### config.mk
export PLATFORM = sky130hd
export DESIGN_NAME = processing_unit
export DESIGN_NICKNAME = d
export VERILOG_FILES = /design/src/design/message_pkg.sv /design/src/design/stage_pkg.sv /design/src/design/cluster_state.sv /design/src/design/direct_message_router.sv /design/src/design/message_buffer.sv /design/src/design/processing_unit.sv /design/src/design/root_compare_tree.sv
export VERILOG_INCLUDE_DIRS = /design/src /design/src/design
export SDC_FILE = /design/constraint.sdc
export NUM_CORES = 1
export LEC_CHECK = 0
export ABC_CLOCK_PERIOD_IN_PS = 36800
export BUFFER_PORTS_ARGS = -buffer_cell sky130_fd_sc_hd__buf_4
export CORE_MARGIN = 8
export CORE_UTILIZATION = 55
export CTS_CLUSTER_DIAMETER = 120
export CTS_CLUSTER_SIZE = 30
export DETAILED_ROUTE_END_ITERATION = 16
export MAX_ROUTING_LAYER = met4
export PLACE_DENSITY = 0.93
export RECOVER_POWER = 25
export SYNTH_ARGS = -nofsm -noshare
export SYNTH_HDL_FRONTEND = slang
export SYNTH_HIERARCHICAL = 1
export SYNTH_SLANG_ARGS = --single-unit
### constraint.sdc
create_clock -name clk -period 36.8 [get_ports clk]
set_clock_uncertainty 0.1 [all_clocks]
set_input_delay 7.36 -clock clk [delete_from_list [all_inputs] [get_ports clk]]
set_output_delay 7.36 -clock clk [all_outputs]
set_load 0.01 [all_outputs]
### src/design/decoder_settings.svh
`ifndef DECODER_SETTINGS_SVH
`define DECODER_SETTINGS_SVH

// lattice geometry
`define PER_DIM_WIDTH 5           // bits per coordinate
`define CODE_DISTANCE_Z 26        // sites along j

// link counts per unit
`define NEIGHBOR_COUNT 6
`define DIRECT_CHANNEL_COUNT 3    // one per dimension

// boundary growth
`define BOUNDARY_WIDTH 2
`define BOUNDARY_COST_Z 2         // grow steps until the z edge is reached
`define BOUNDARY_COST_UD 2

`endif

### src/design/message_pkg.sv
`default_nettype none
`include "decoder_settings.svh"

package message_pkg;

    typedef logic [`PER_DIM_WIDTH-1:0] coord_t;

    // k on top so the packed value orders sites
    typedef struct packed {
        coord_t k;  // measurement round
        coord_t i;
        coord_t j;
    } address_t;

    // tells a new root what joined its cluster
    typedef struct packed {
        address_t receiver;
        logic     is_odd_cardinality;
        logic     is_touching_boundary;
    } direct_msg_t;

    typedef logic [`BOUNDARY_WIDTH-1:0] boundary_cnt_t;
    typedef logic [`DIRECT_CHANNEL_COUNT-1:0] direct_mask_t;
    typedef logic [`NEIGHBOR_COUNT-1:0] neighbor_mask_t;

endpackage

`default_nettype wire

### src/design/stage_pkg.sv
`default_nettype none

package stage_pkg;

    // global phase, broadcast to every unit of the array
    typedef enum logic [2:0] {
        STAGE_IDLE                = 3'd0,
        STAGE_SPREAD_CLUSTER      = 3'd1,  // roots propagate, direct messages flow
        STAGE_GROW_BOUNDARY       = 3'd2,
        STAGE_SYNC_IS_ODD_CLUSTER = 3'd3,
        STAGE_MEASUREMENT_LOADING = 3'd4   // new syndrome round
    } stage_t;

endpackage

`default_nettype wire

### src/design/cluster_state.sv
`timescale 1ns/1ns
`default_nettype none
`include "decoder_settings.svh"

module cluster_state #(
    parameter int unsigned k = 0,
    parameter int unsigned i = 0,
    parameter int unsigned j = 0
) (
    input  wire                              clk,
    input  wire                              reset,
    input  wire stage_pkg::stage_t           stage_in,
    input  wire                              init_is_error_syndrome,
    input  wire message_pkg::neighbor_mask_t neighbor_is_fully_grown,
    input  wire message_pkg::address_t       neighbor_roots [`NEIGHBOR_COUNT],
    input  wire message_pkg::neighbor_mask_t neighbor_is_odd_cluster,
    input  wire                              gathered_odd,       // from consumed messages
    input  wire                              gathered_touching,
    output stage_pkg::stage_t                stage,
    output stage_pkg::stage_t                stage_delayed,
    output message_pkg::address_t            address,
    output message_pkg::address_t            new_root,
    output logic                             tell_cardinality,
    output logic                             tell_boundary,
    output logic                             neighbor_increase,
    output logic                             state_busy,
    output message_pkg::address_t            old_root,
    output message_pkg::address_t            updated_root,
    output logic                             is_error_syndrome,
    output logic                             is_odd_cluster,
    output logic                             is_touching_boundary,
    output logic                             is_odd_cardinality
);

    localparam message_pkg::address_t own_address = {
        message_pkg::coord_t'(k), message_pkg::coord_t'(i), message_pkg::coord_t'(j)
    };
    localparam bit has_boundary_z = (j == 0) || (j == `CODE_DISTANCE_Z - 1);  // edge rows
    localparam bit has_boundary_ud = (k == 0);  // first round only
    localparam message_pkg::boundary_cnt_t cost_z = `BOUNDARY_COST_Z;
    localparam message_pkg::boundary_cnt_t cost_ud = `BOUNDARY_COST_UD;

    message_pkg::boundary_cnt_t grown_z;   // steps grown toward z edge
    message_pkg::boundary_cnt_t grown_ud;
    logic root_changed;
    logic reached_boundary;
    logic updated_touching;
    logic updated_odd_cardinality;
    logic is_root_odd;          // root of an odd, free cluster
    logic merged_odd_cluster;
    logic first_sync;
    logic first_grow;
    logic broadcast_odd;
    logic changed;
    logic changed_q;            // stretches busy by a cycle

    assign address = own_address;

    root_compare_tree u_root_compare_tree (
        .default_root (updated_root),
        .roots        (neighbor_roots),
        .valids       (neighbor_is_fully_grown),
        .result       (new_root)
    );

    assign root_changed = new_root != updated_root;
    assign reached_boundary = (has_boundary_z && grown_z == cost_z)
        || (has_boundary_ud && grown_ud == cost_ud);
    assign updated_touching = is_touching_boundary || reached_boundary || gathered_touching;
    assign updated_odd_cardinality = is_odd_cardinality ^ gathered_odd;

    // what the new root has to learn from this site
    assign tell_cardinality = root_changed && is_error_syndrome;
    assign tell_boundary = (root_changed && updated_touching)
        || (updated_touching != is_touching_boundary);

    assign is_root_odd = (updated_root == address) && is_odd_cardinality && !is_touching_boundary;
    assign merged_odd_cluster = is_odd_cluster || (|neighbor_is_odd_cluster);
    assign first_sync = (stage == stage_pkg::STAGE_SYNC_IS_ODD_CLUSTER)
        && (stage_delayed != stage_pkg::STAGE_SYNC_IS_ODD_CLUSTER);
    assign first_grow = (stage == stage_pkg::STAGE_GROW_BOUNDARY)
        && (stage_delayed != stage_pkg::STAGE_GROW_BOUNDARY);
    assign neighbor_increase = is_odd_cluster && first_grow;  // one pulse per grow stage

    assign broadcast_odd = (stage == stage_pkg::STAGE_SYNC_IS_ODD_CLUSTER)
        && (first_sync ? is_root_odd : (merged_odd_cluster != is_odd_cluster));
    assign changed = ((stage == stage_pkg::STAGE_SPREAD_CLUSTER) && root_changed) || broadcast_odd;
    assign state_busy = changed || changed_q;

    always_ff @(posedge clk) begin
        if (reset) begin
            stage <= stage_pkg::STAGE_IDLE;
            stage_delayed <= stage_pkg::STAGE_IDLE;
            changed_q <= 1'b0;
        end else begin
            stage <= stage_in;
            stage_delayed <= stage;
            changed_q <= changed;
        end
    end

    always_ff @(posedge clk) begin
        if (reset) begin
            old_root <= own_address;
            updated_root <= own_address;
            is_error_syndrome <= 1'b0;
            is_odd_cluster <= 1'b0;
            is_touching_boundary <= 1'b0;
            is_odd_cardinality <= 1'b0;
            grown_z <= '0;
            grown_ud <= '0;
        end else begin
            case (stage)
                stage_pkg::STAGE_SPREAD_CLUSTER: begin
                    updated_root <= new_root;
                    is_touching_boundary <= updated_touching;
                    is_odd_cardinality <= updated_odd_cardinality;
                    is_odd_cluster <= 1'b0;
                end
                stage_pkg::STAGE_GROW_BOUNDARY: begin
                    if (neighbor_increase) begin  // odd cluster grows once
                        if (has_boundary_z && grown_z < cost_z) begin
                            grown_z <= grown_z + message_pkg::boundary_cnt_t'(1);
                        end
                        if (has_boundary_ud && grown_ud < cost_ud) begin
                            grown_ud <= grown_ud + message_pkg::boundary_cnt_t'(1);
                        end
                    end
                end
                stage_pkg::STAGE_SYNC_IS_ODD_CLUSTER: begin
                    if (first_sync) begin
                        is_odd_cluster <= is_root_odd;  // roots seed the flag
                        old_root <= updated_root;
                    end else begin
                        is_odd_cluster <= merged_odd_cluster;  // spreads hop by hop
                    end
                end
                stage_pkg::STAGE_MEASUREMENT_LOADING: begin
                    old_root <= own_address;
                    updated_root <= own_address;
                    is_error_syndrome <= init_is_error_syndrome;
                    is_odd_cluster <= init_is_error_syndrome;  // lone defect is odd
                    is_touching_boundary <= 1'b0;
                    is_odd_cardinality <= init_is_error_syndrome;
                    grown_z <= '0;
                    grown_ud <= '0;
                end
                default: begin
                end
            endcase
        end
    end

endmodule

`default_nettype wire

### src/design/direct_message_router.sv
`timescale 1ns/1ns
`default_nettype none
`include "decoder_settings.svh"

module direct_message_router (
    input  wire                            clk,
    input  wire                            reset,
    input  wire stage_pkg::stage_t         stage,
    input  wire stage_pkg::stage_t         stage_delayed,
    input  wire message_pkg::address_t     address,
    input  wire message_pkg::address_t     new_root,
    input  wire                            tell_cardinality,
    input  wire                            tell_boundary,
    input  wire message_pkg::direct_msg_t  direct_in_data [`DIRECT_CHANNEL_COUNT],
    input  wire message_pkg::direct_mask_t direct_in_valid,
    input  wire message_pkg::direct_mask_t direct_out_is_full,
    output logic                           gathered_odd,
    output logic                           gathered_touching,
    output message_pkg::direct_mask_t      direct_in_is_taken,
    output message_pkg::direct_msg_t       direct_out_data,
    output message_pkg::direct_mask_t      direct_out_valid,
    output logic                           router_busy
);

    message_pkg::direct_mask_t matched;     // receiver is this site
    message_pkg::direct_mask_t odd_bits;
    message_pkg::direct_mask_t touch_bits;
    message_pkg::direct_mask_t local_hit;
    message_pkg::direct_mask_t foreign;
    message_pkg::direct_mask_t fwd_grant;   // lowest foreign channel
    message_pkg::direct_mask_t chosen;      // outgoing channel, one-hot
    message_pkg::direct_msg_t fwd_data;
    message_pkg::direct_msg_t own_msg;
    message_pkg::direct_msg_t buf_in;
    message_pkg::direct_msg_t buf_data;
    logic in_spread;
    logic fwd_valid;
    logic own_valid;
    logic own_trigger;
    logic buf_full;
    logic buf_valid;
    logic buf_taken;
    logic initialize;

    assign in_spread = stage == stage_pkg::STAGE_SPREAD_CLUSTER;
    assign initialize = stage == stage_pkg::STAGE_MEASUREMENT_LOADING;

    always_comb begin
        for (int c = 0; c < `DIRECT_CHANNEL_COUNT; c++) begin
            matched[c] = direct_in_data[c].receiver == address;
            odd_bits[c] = direct_in_data[c].is_odd_cardinality;
            touch_bits[c] = direct_in_data[c].is_touching_boundary;
        end
    end

    assign local_hit = direct_in_valid & matched;
    assign gathered_odd = ^(local_hit & odd_bits);       // parity of joined defects
    assign gathered_touching = |(local_hit & touch_bits);

    assign foreign = in_spread ? (direct_in_valid & ~matched) : '0;
    assign fwd_grant = foreign & (~foreign + message_pkg::direct_mask_t'(1));
    assign fwd_valid = |foreign;

    always_comb begin
        fwd_data = '0;
        for (int c = 0; c < `DIRECT_CHANNEL_COUNT; c++) begin
            if (fwd_grant[c]) begin
                fwd_data = direct_in_data[c];
            end
        end
    end

    // local ones always, foreign one only when the buffer accepts it
    assign direct_in_is_taken = in_spread ? (local_hit | (buf_full ? '0 : fwd_grant)) : '0;

    // a root already holds its own flags
    assign own_trigger = in_spread && (tell_cardinality || tell_boundary) && (new_root != address);

    always_ff @(posedge clk) begin
        if (own_trigger) begin
            own_msg <= {new_root, tell_cardinality, tell_boundary};
        end
    end

    always_ff @(posedge clk) begin
        if (reset) begin
            own_valid <= 1'b0;
        end else if (initialize) begin
            own_valid <= 1'b0;
        end else if (own_trigger) begin
            own_valid <= 1'b1;
        end else if (!fwd_valid && !buf_full) begin
            own_valid <= 1'b0;  // moved into the buffer
        end
    end

    assign buf_in = fwd_valid ? fwd_data : own_msg;  // traffic in flight goes first

    message_buffer u_message_buffer (
        .clk          (clk),
        .reset        (reset),
        .initialize   (initialize),
        .in_data      (buf_in),
        .in_valid     (fwd_valid || own_valid),
        .in_is_full   (buf_full),
        .out_data     (buf_data),
        .out_valid    (buf_valid),
        .out_is_taken (buf_taken)
    );

    // dimension order, k first then i then j
    always_comb begin
        if (buf_data.receiver.k != address.k) begin
            chosen = message_pkg::direct_mask_t'(1);
        end else if (buf_data.receiver.i != address.i) begin
            chosen = message_pkg::direct_mask_t'(2);
        end else begin
            chosen = message_pkg::direct_mask_t'(4);
        end
    end

    assign direct_out_data = buf_data;
    assign direct_out_valid = ((stage_delayed == stage_pkg::STAGE_SPREAD_CLUSTER) && buf_valid
        && (buf_data.receiver != address)) ? chosen : '0;
    assign buf_taken = |(direct_out_valid & ~direct_out_is_full);

    assign router_busy = (|direct_out_valid) || (|direct_in_valid) || buf_valid || own_valid;

endmodule

`default_nettype wire

### src/design/message_buffer.sv
`timescale 1ns/1ns
`default_nettype none

module message_buffer (
    input  wire                           clk,
    input  wire                           reset,
    input  wire                           initialize,   // drop whatever is held
    input  wire message_pkg::direct_msg_t in_data,
    input  wire                           in_valid,
    output logic                          in_is_full,
    output message_pkg::direct_msg_t      out_data,
    output logic                          out_valid,
    input  wire                           out_is_taken
);

    // full unless empty or draining this cycle
    assign in_is_full = out_valid && !out_is_taken;

    always_ff @(posedge clk) begin
        if (reset) begin
            out_valid <= 1'b0;
        end else if (initialize) begin
            out_valid <= 1'b0;
        end else if (!in_is_full) begin
            out_valid <= in_valid;  // refill or go empty
        end
    end

    always_ff @(posedge clk) begin
        if (in_valid && !in_is_full) begin
            out_data <= in_data;
        end
    end

endmodule

`default_nettype wire

### src/design/processing_unit.sv
`timescale 1ns/1ns
`default_nettype none
`include "decoder_settings.svh"

module processing_unit #(
    parameter int unsigned k = 0,
    parameter int unsigned i = 0,
    parameter int unsigned j = 0
) (
    input  wire                              clk,
    input  wire                              reset,
    input  wire                              init_is_error_syndrome,
    input  wire stage_pkg::stage_t           stage_in,
    input  wire message_pkg::neighbor_mask_t neighbor_is_fully_grown,
    input  wire message_pkg::neighbor_mask_t neighbor_is_odd_cluster,
    input  wire message_pkg::address_t       neighbor_roots [`NEIGHBOR_COUNT],
    output logic                             neighbor_increase,
    output message_pkg::direct_msg_t         direct_out_data,
    output message_pkg::direct_mask_t        direct_out_valid,
    input  wire message_pkg::direct_mask_t   direct_out_is_full,
    input  wire message_pkg::direct_msg_t    direct_in_data [`DIRECT_CHANNEL_COUNT],
    input  wire message_pkg::direct_mask_t   direct_in_valid,
    output message_pkg::direct_mask_t        direct_in_is_taken,
    output message_pkg::address_t            old_root,
    output message_pkg::address_t            updated_root,
    output logic                             is_error_syndrome,
    output logic                             is_odd_cluster,
    output logic                             is_touching_boundary,
    output logic                             is_odd_cardinality,
    output logic                             is_processing
);

    stage_pkg::stage_t stage;
    stage_pkg::stage_t stage_delayed;
    message_pkg::address_t address;
    message_pkg::address_t new_root;
    logic tell_cardinality;
    logic tell_boundary;
    logic gathered_odd;
    logic gathered_touching;
    logic state_busy;
    logic router_busy;

    cluster_state #(.k(k), .i(i), .j(j)) u_cluster_state (
        .clk                     (clk),
        .reset                   (reset),
        .stage_in                (stage_in),
        .init_is_error_syndrome  (init_is_error_syndrome),
        .neighbor_is_fully_grown (neighbor_is_fully_grown),
        .neighbor_roots          (neighbor_roots),
        .neighbor_is_odd_cluster (neighbor_is_odd_cluster),
        .gathered_odd            (gathered_odd),
        .gathered_touching       (gathered_touching),
        .stage                   (stage),
        .stage_delayed           (stage_delayed),
        .address                 (address),
        .new_root                (new_root),
        .tell_cardinality        (tell_cardinality),
        .tell_boundary           (tell_boundary),
        .neighbor_increase       (neighbor_increase),
        .state_busy              (state_busy),
        .old_root                (old_root),
        .updated_root            (updated_root),
        .is_error_syndrome       (is_error_syndrome),
        .is_odd_cluster          (is_odd_cluster),
        .is_touching_boundary    (is_touching_boundary),
        .is_odd_cardinality      (is_odd_cardinality)
    );

    direct_message_router u_direct_message_router (
        .clk                (clk),
        .reset              (reset),
        .stage              (stage),
        .stage_delayed      (stage_delayed),
        .address            (address),
        .new_root           (new_root),
        .tell_cardinality   (tell_cardinality),
        .tell_boundary      (tell_boundary),
        .direct_in_data     (direct_in_data),
        .direct_in_valid    (direct_in_valid),
        .direct_out_is_full (direct_out_is_full),
        .gathered_odd       (gathered_odd),
        .gathered_touching  (gathered_touching),
        .direct_in_is_taken (direct_in_is_taken),
        .direct_out_data    (direct_out_data),
        .direct_out_valid   (direct_out_valid),
        .router_busy        (router_busy)
    );

    assign is_processing = state_busy || router_busy;  // array waits until all units idle

endmodule

`default_nettype wire

### src/design/root_compare_tree.sv
`timescale 1ns/1ns
`default_nettype none
`include "decoder_settings.svh"

module root_compare_tree (
    input  wire message_pkg::address_t       default_root,
    input  wire message_pkg::address_t       roots [`NEIGHBOR_COUNT],
    input  wire message_pkg::neighbor_mask_t valids,
    output message_pkg::address_t            result
);

    localparam int LEAVES = 1 << $clog2(`NEIGHBOR_COUNT);  // padded to a power of two

    // heap layout, leaves first, root at the last index
    message_pkg::address_t node [2*LEAVES-1];

    for (genvar n = 0; n < LEAVES; n++) begin : g_leaf
        if (n < `NEIGHBOR_COUNT) begin : g_used
            assign node[n] = valids[n] ? roots[n] : default_root;  // invalid falls back
        end else begin : g_pad
            assign node[n] = default_root;
        end
    end

    for (genvar n = 0; n < LEAVES - 1; n++) begin : g_min
        assign node[LEAVES+n] = (node[2*n] < node[2*n+1]) ? node[2*n] : node[2*n+1];
    end

    assign result = node[2*LEAVES-2];

endmodule

`default_nettype wire

==> impl_metrics.env <==
export IMPL_tightest_slew_ps=1329
export IMPL_synth_distinct_cells=80
export IMPL_critPathMaxFanout=32
export IMPL_rsz0062_at_grt="no"
export IMPL_setup_tns_ps=0
export IMPL_layout_min_cycle_time_ps=23340
export IMPL_grt_pass1_wl_um=48280
export IMPL_met3_usage=0.05628
export IMPL_die_y_um=145.6
export IMPL_root_buffer="clkbuf_16"
export IMPL_area_delta_synth_final_pct=19.20
export IMPL_synth_area_leaders="ha_1, edfxtp_1, dfxtp_1"
export IMPL_cts_tree="done"
export IMPL_path_common_cell="a21o_1"
export IMPL_drtPass1Iterations=5
export IMPL_grt_start_max_net_pins=37
export IMPL_crit_type="in -> out"
export IMPL_yosys_top_cells_count="nand2_1, ha_1, mux2i_1, xor2_1, a21oi_1"
export IMPL_post_route_period_util=0.6342
export IMPL_syn_area_per_cell_um2=8.249
export IMPL_clockBufferDepth=2
export IMPL_grtUsageMet2=0.4568
export IMPL_arrival_ps=15880
export IMPL_multi_input_comb_area_mm2=0.006659
export IMPL_hold_class="reg -> reg"
export IMPL_holdCritStartpoint="u_cluster_state/old_root[3]"
export IMPL_p_switching_mw=0.4564
export IMPL_hpwl_um=24600
export IMPL_p_per_area_mw_per_mm2=80.78
export IMPL_vias=9340
export IMPL_drcViolationCount=0
export IMPL_wl_per_cell_um=20.64
export IMPL_p_leak_nw=4.945
export IMPL_combPwrFrac=0.744
export IMPL_numPlacedInstances=1505
export IMPL_htreeDepth=3
export IMPL_setup_violations=0
export IMPL_cts_setup_buffers=0
export IMPL_grt_pass1_vias=9086
export IMPL_yosys_warnings=6
export IMPL_cp_slowest_stage_delay_ps=930
export IMPL_place_gp_congestion=0.9862
export IMPL_ant_nets=0
export IMPL_reg2reg_depth=40
export IMPL_vias_per_cell=6.145
export IMPL_clk_latency_ps=350
export IMPL_intPower_mw=0.4333
export IMPL_crit_required_ps=29340
export IMPL_netlist_area_leader_share=0.1138
export IMPL_antennaDiodeCount=0
export IMPL_layout_cells_non_filler=1520
export IMPL_rows=47
export IMPL_synth_most_common_cell="nand2_1"
export IMPL_ir_drop_uv=77.79
export IMPL_maxCapViolCount=0
export IMPL_relSlewSlack=0.1143
export IMPL_r2r_end="u_direct_message_router/own_valid"
export IMPL_initial_core_util=0.5591
export IMPL_clkTransAtPathRegs_ps=60
export IMPL_clock_fmax_mhz=42.85
export IMPL_maxSlewViolCount=0
export IMPL_min_to="u_cluster_state/old_root[3]"
export IMPL_finalWirelength_um=31370
export IMPL_hold_buffers=0
export IMPL_grt_use_met1=0.3513
export IMPL_numCtsBuffers=9
export IMPL_die_area_mm2=0.02120
export IMPL_io_pins=224
export IMPL_ctsResizeCount=0
export IMPL_synth_top_area_cell="ha_1"
export IMPL_netSwitchingFraction=0.5129
export IMPL_synth_top_flop_cell="dfxtp_1"
export IMPL_core_area_mm2=0.01652
export IMPL_nets=1545
export IMPL_hold_viol_final=0
export IMPL_fillers=1365
export IMPL_cts_sinks=81
export IMPL_grt_usage=0.2901
export IMPL_synth_seq_area_share=0.2124
export IMPL_antenna_found_initial=0
export IMPL_synth_area_mm2=0.009239
export IMPL_seqPwrFrac=0.160
export IMPL_outcome="finished, final reports clean"
export IMPL_holdPathStages=2
export IMPL_reg2reg_slack_ps=26510
export IMPL_r2r_start="u_cluster_state/updated_root[4]"
export IMPL_ys_ff_latch=81
export IMPL_syn_inst=1120
export IMPL_drt_initial_drc_count=817
export IMPL_end_kind="output port"
export IMPL_numPortBuffers=223
export IMPL_synth_edf_count=34
export IMPL_drive_gt1_frac=0.2177
export IMPL_pwr_share_clk=0.096
export IMPL_async_flop_share=0
export IMPL_ff_latch_area_mm2=0.001962
export IMPL_grt_overflow=0
export IMPL_grt_busiest_layer="met2"
export IMPL_dieWidth_um=145.6
export IMPL_cpMaxStageDelayCell="a21oi_2"
export IMPL_crit_path_start_kind="input port"
==> registers in the layout, indices dropped and copies added, names as in the netlist <==
signal	count
u_cluster_state/is_error_syndrome	1
u_cluster_state/grown_ud	2
u_direct_message_router/u_message_buffer/out_data	17
u_cluster_state/updated_root	15
u_cluster_state/changed_q	1
u_cluster_state/stage	3
u_cluster_state/grown_z	2
u_cluster_state/is_odd_cardinality	1
u_cluster_state/is_odd_cluster	1
u_cluster_state/stage_delayed	3
u_direct_message_router/own_msg	17
u_cluster_state/is_touching_boundary	1
u_cluster_state/old_root	15
u_direct_message_router/own_valid	1
u_direct_message_router/u_message_buffer/out_valid	1
==> logic make-up (layout without fill, tap and decap cells) <==
family | count (synthesis) | count (layout) | share of synthesized area
other | 1 | 15 | 0.0004059
XOR/XNOR | 93 | 93 | 0.08965
multiplexers | 91 | 91 | 0.1010
flip-flops | 81 | 81 | 0.2124
adder cells (fa/ha/maj) | 85 | 85 | 0.1148
buffers and inverters | 127 | 293 | 0.07367
AO/OA/AOI/OAI | 287 | 287 | 0.2061
AND/OR/NAND/NOR | 355 | 355 | 0.2019
==> area by class of cell <==
type	instances	share of cell area
flip-flops and latches	81	0.1781
clock buffers	10	0.02170
clock inverters	5	0.003522
well taps	220	0.02499
multi-input cells	926	0.6046
repair buffers	229	0.1503
inverters	49	0.01670
==> how the worst max path moves through the flow <==
stage / startpoint / endpoint / slack, ps / cells past startpoint
after floorplan: neighbor_is_fully_grown[5] / is_processing / 13710 / 42
final: neighbor_is_fully_grown[4] / is_processing / 13460 / 40
after global routing: neighbor_is_fully_grown[5] / is_processing / 12730 / 39
after detailed placement: neighbor_is_fully_grown[5] / is_processing / 13620 / 39
after CTS: neighbor_is_fully_grown[4] / is_processing / 13590 / 40
after global placement: neighbor_is_fully_grown[5] / is_processing / 13910 / 39
==> through the flow <==
step	total power, mW	hold WS (ps)	utilization	setup slack (ps)	instance area (um2)
6_report	0.8897	356.1	0.6665	13460	11010
5_1_grt	0.9525	375.6	0.6665	12730	11010
4_1_cts	0.8715	355.8	0.6703	13590	11080
3_5_place_dp	0.7807	347.0	0.6535	13620	10800
3_3_place_gp	0.7608	342.8	0.6535	13910	10800
2_1_floorplan	0.6294	358.1	-	13710	9291
==> critical path, delay by kind of cell <==
kind                       cells  cell delay (ps)
AOI/OAI and AO/OA             20             4410
and+or+nand+nor               11             1570
adders and majority gates      3              910
muxes                          2              820
buffers and inverters          3              650
xor gates and xnor gates       1              150
==> power by group through the flow <==
| stage | combinational [mW] | clock (mW) | sequential [mW] |
|---|---|---|---|
| 2_1_floorplan | 0.498 | 0 | 0.132 |
| 3_3_place_gp | 0.618 | 0 | 0.142 |
| 3_5_place_dp | 0.638 | 0 | 0.142 |
| 4_1_cts | 0.644 | 0.0869 | 0.141 |
| 5_1_grt | 0.720 | 0.0907 | 0.142 |
| 6_report | 0.662 | 0.0858 | 0.142 |
==> layer usage <==
metal  wire [um]  share of wire  vias to the layer above
met4        1419          0.045                        0
met2       14090           0.45                      582
met5           0              0                        -
met1       13120           0.42                     4274
met3        2735          0.087                      111
li1            -              -                     4373
==> layout by cell type (no fill, tap or decap), types with 34 or more instances in the layout <==
master | synthesis | layout
dfxtp_1 | 47 | 47
buf_4 | 21 | 212
o21ai_1 | 34 | 34
nand2_1 | 143 | 143
ha_1 | 84 | 84
nor2_1 | 54 | 54
xor2_1 | 66 | 66
edfxtp_1 | 34 | 34
inv_1 | 49 | 49
mux2i_1 | 76 | 76
a21oi_1 | 63 | 62
o21ai_0 | 58 | 58
Power figures use the tool's default switching activity.
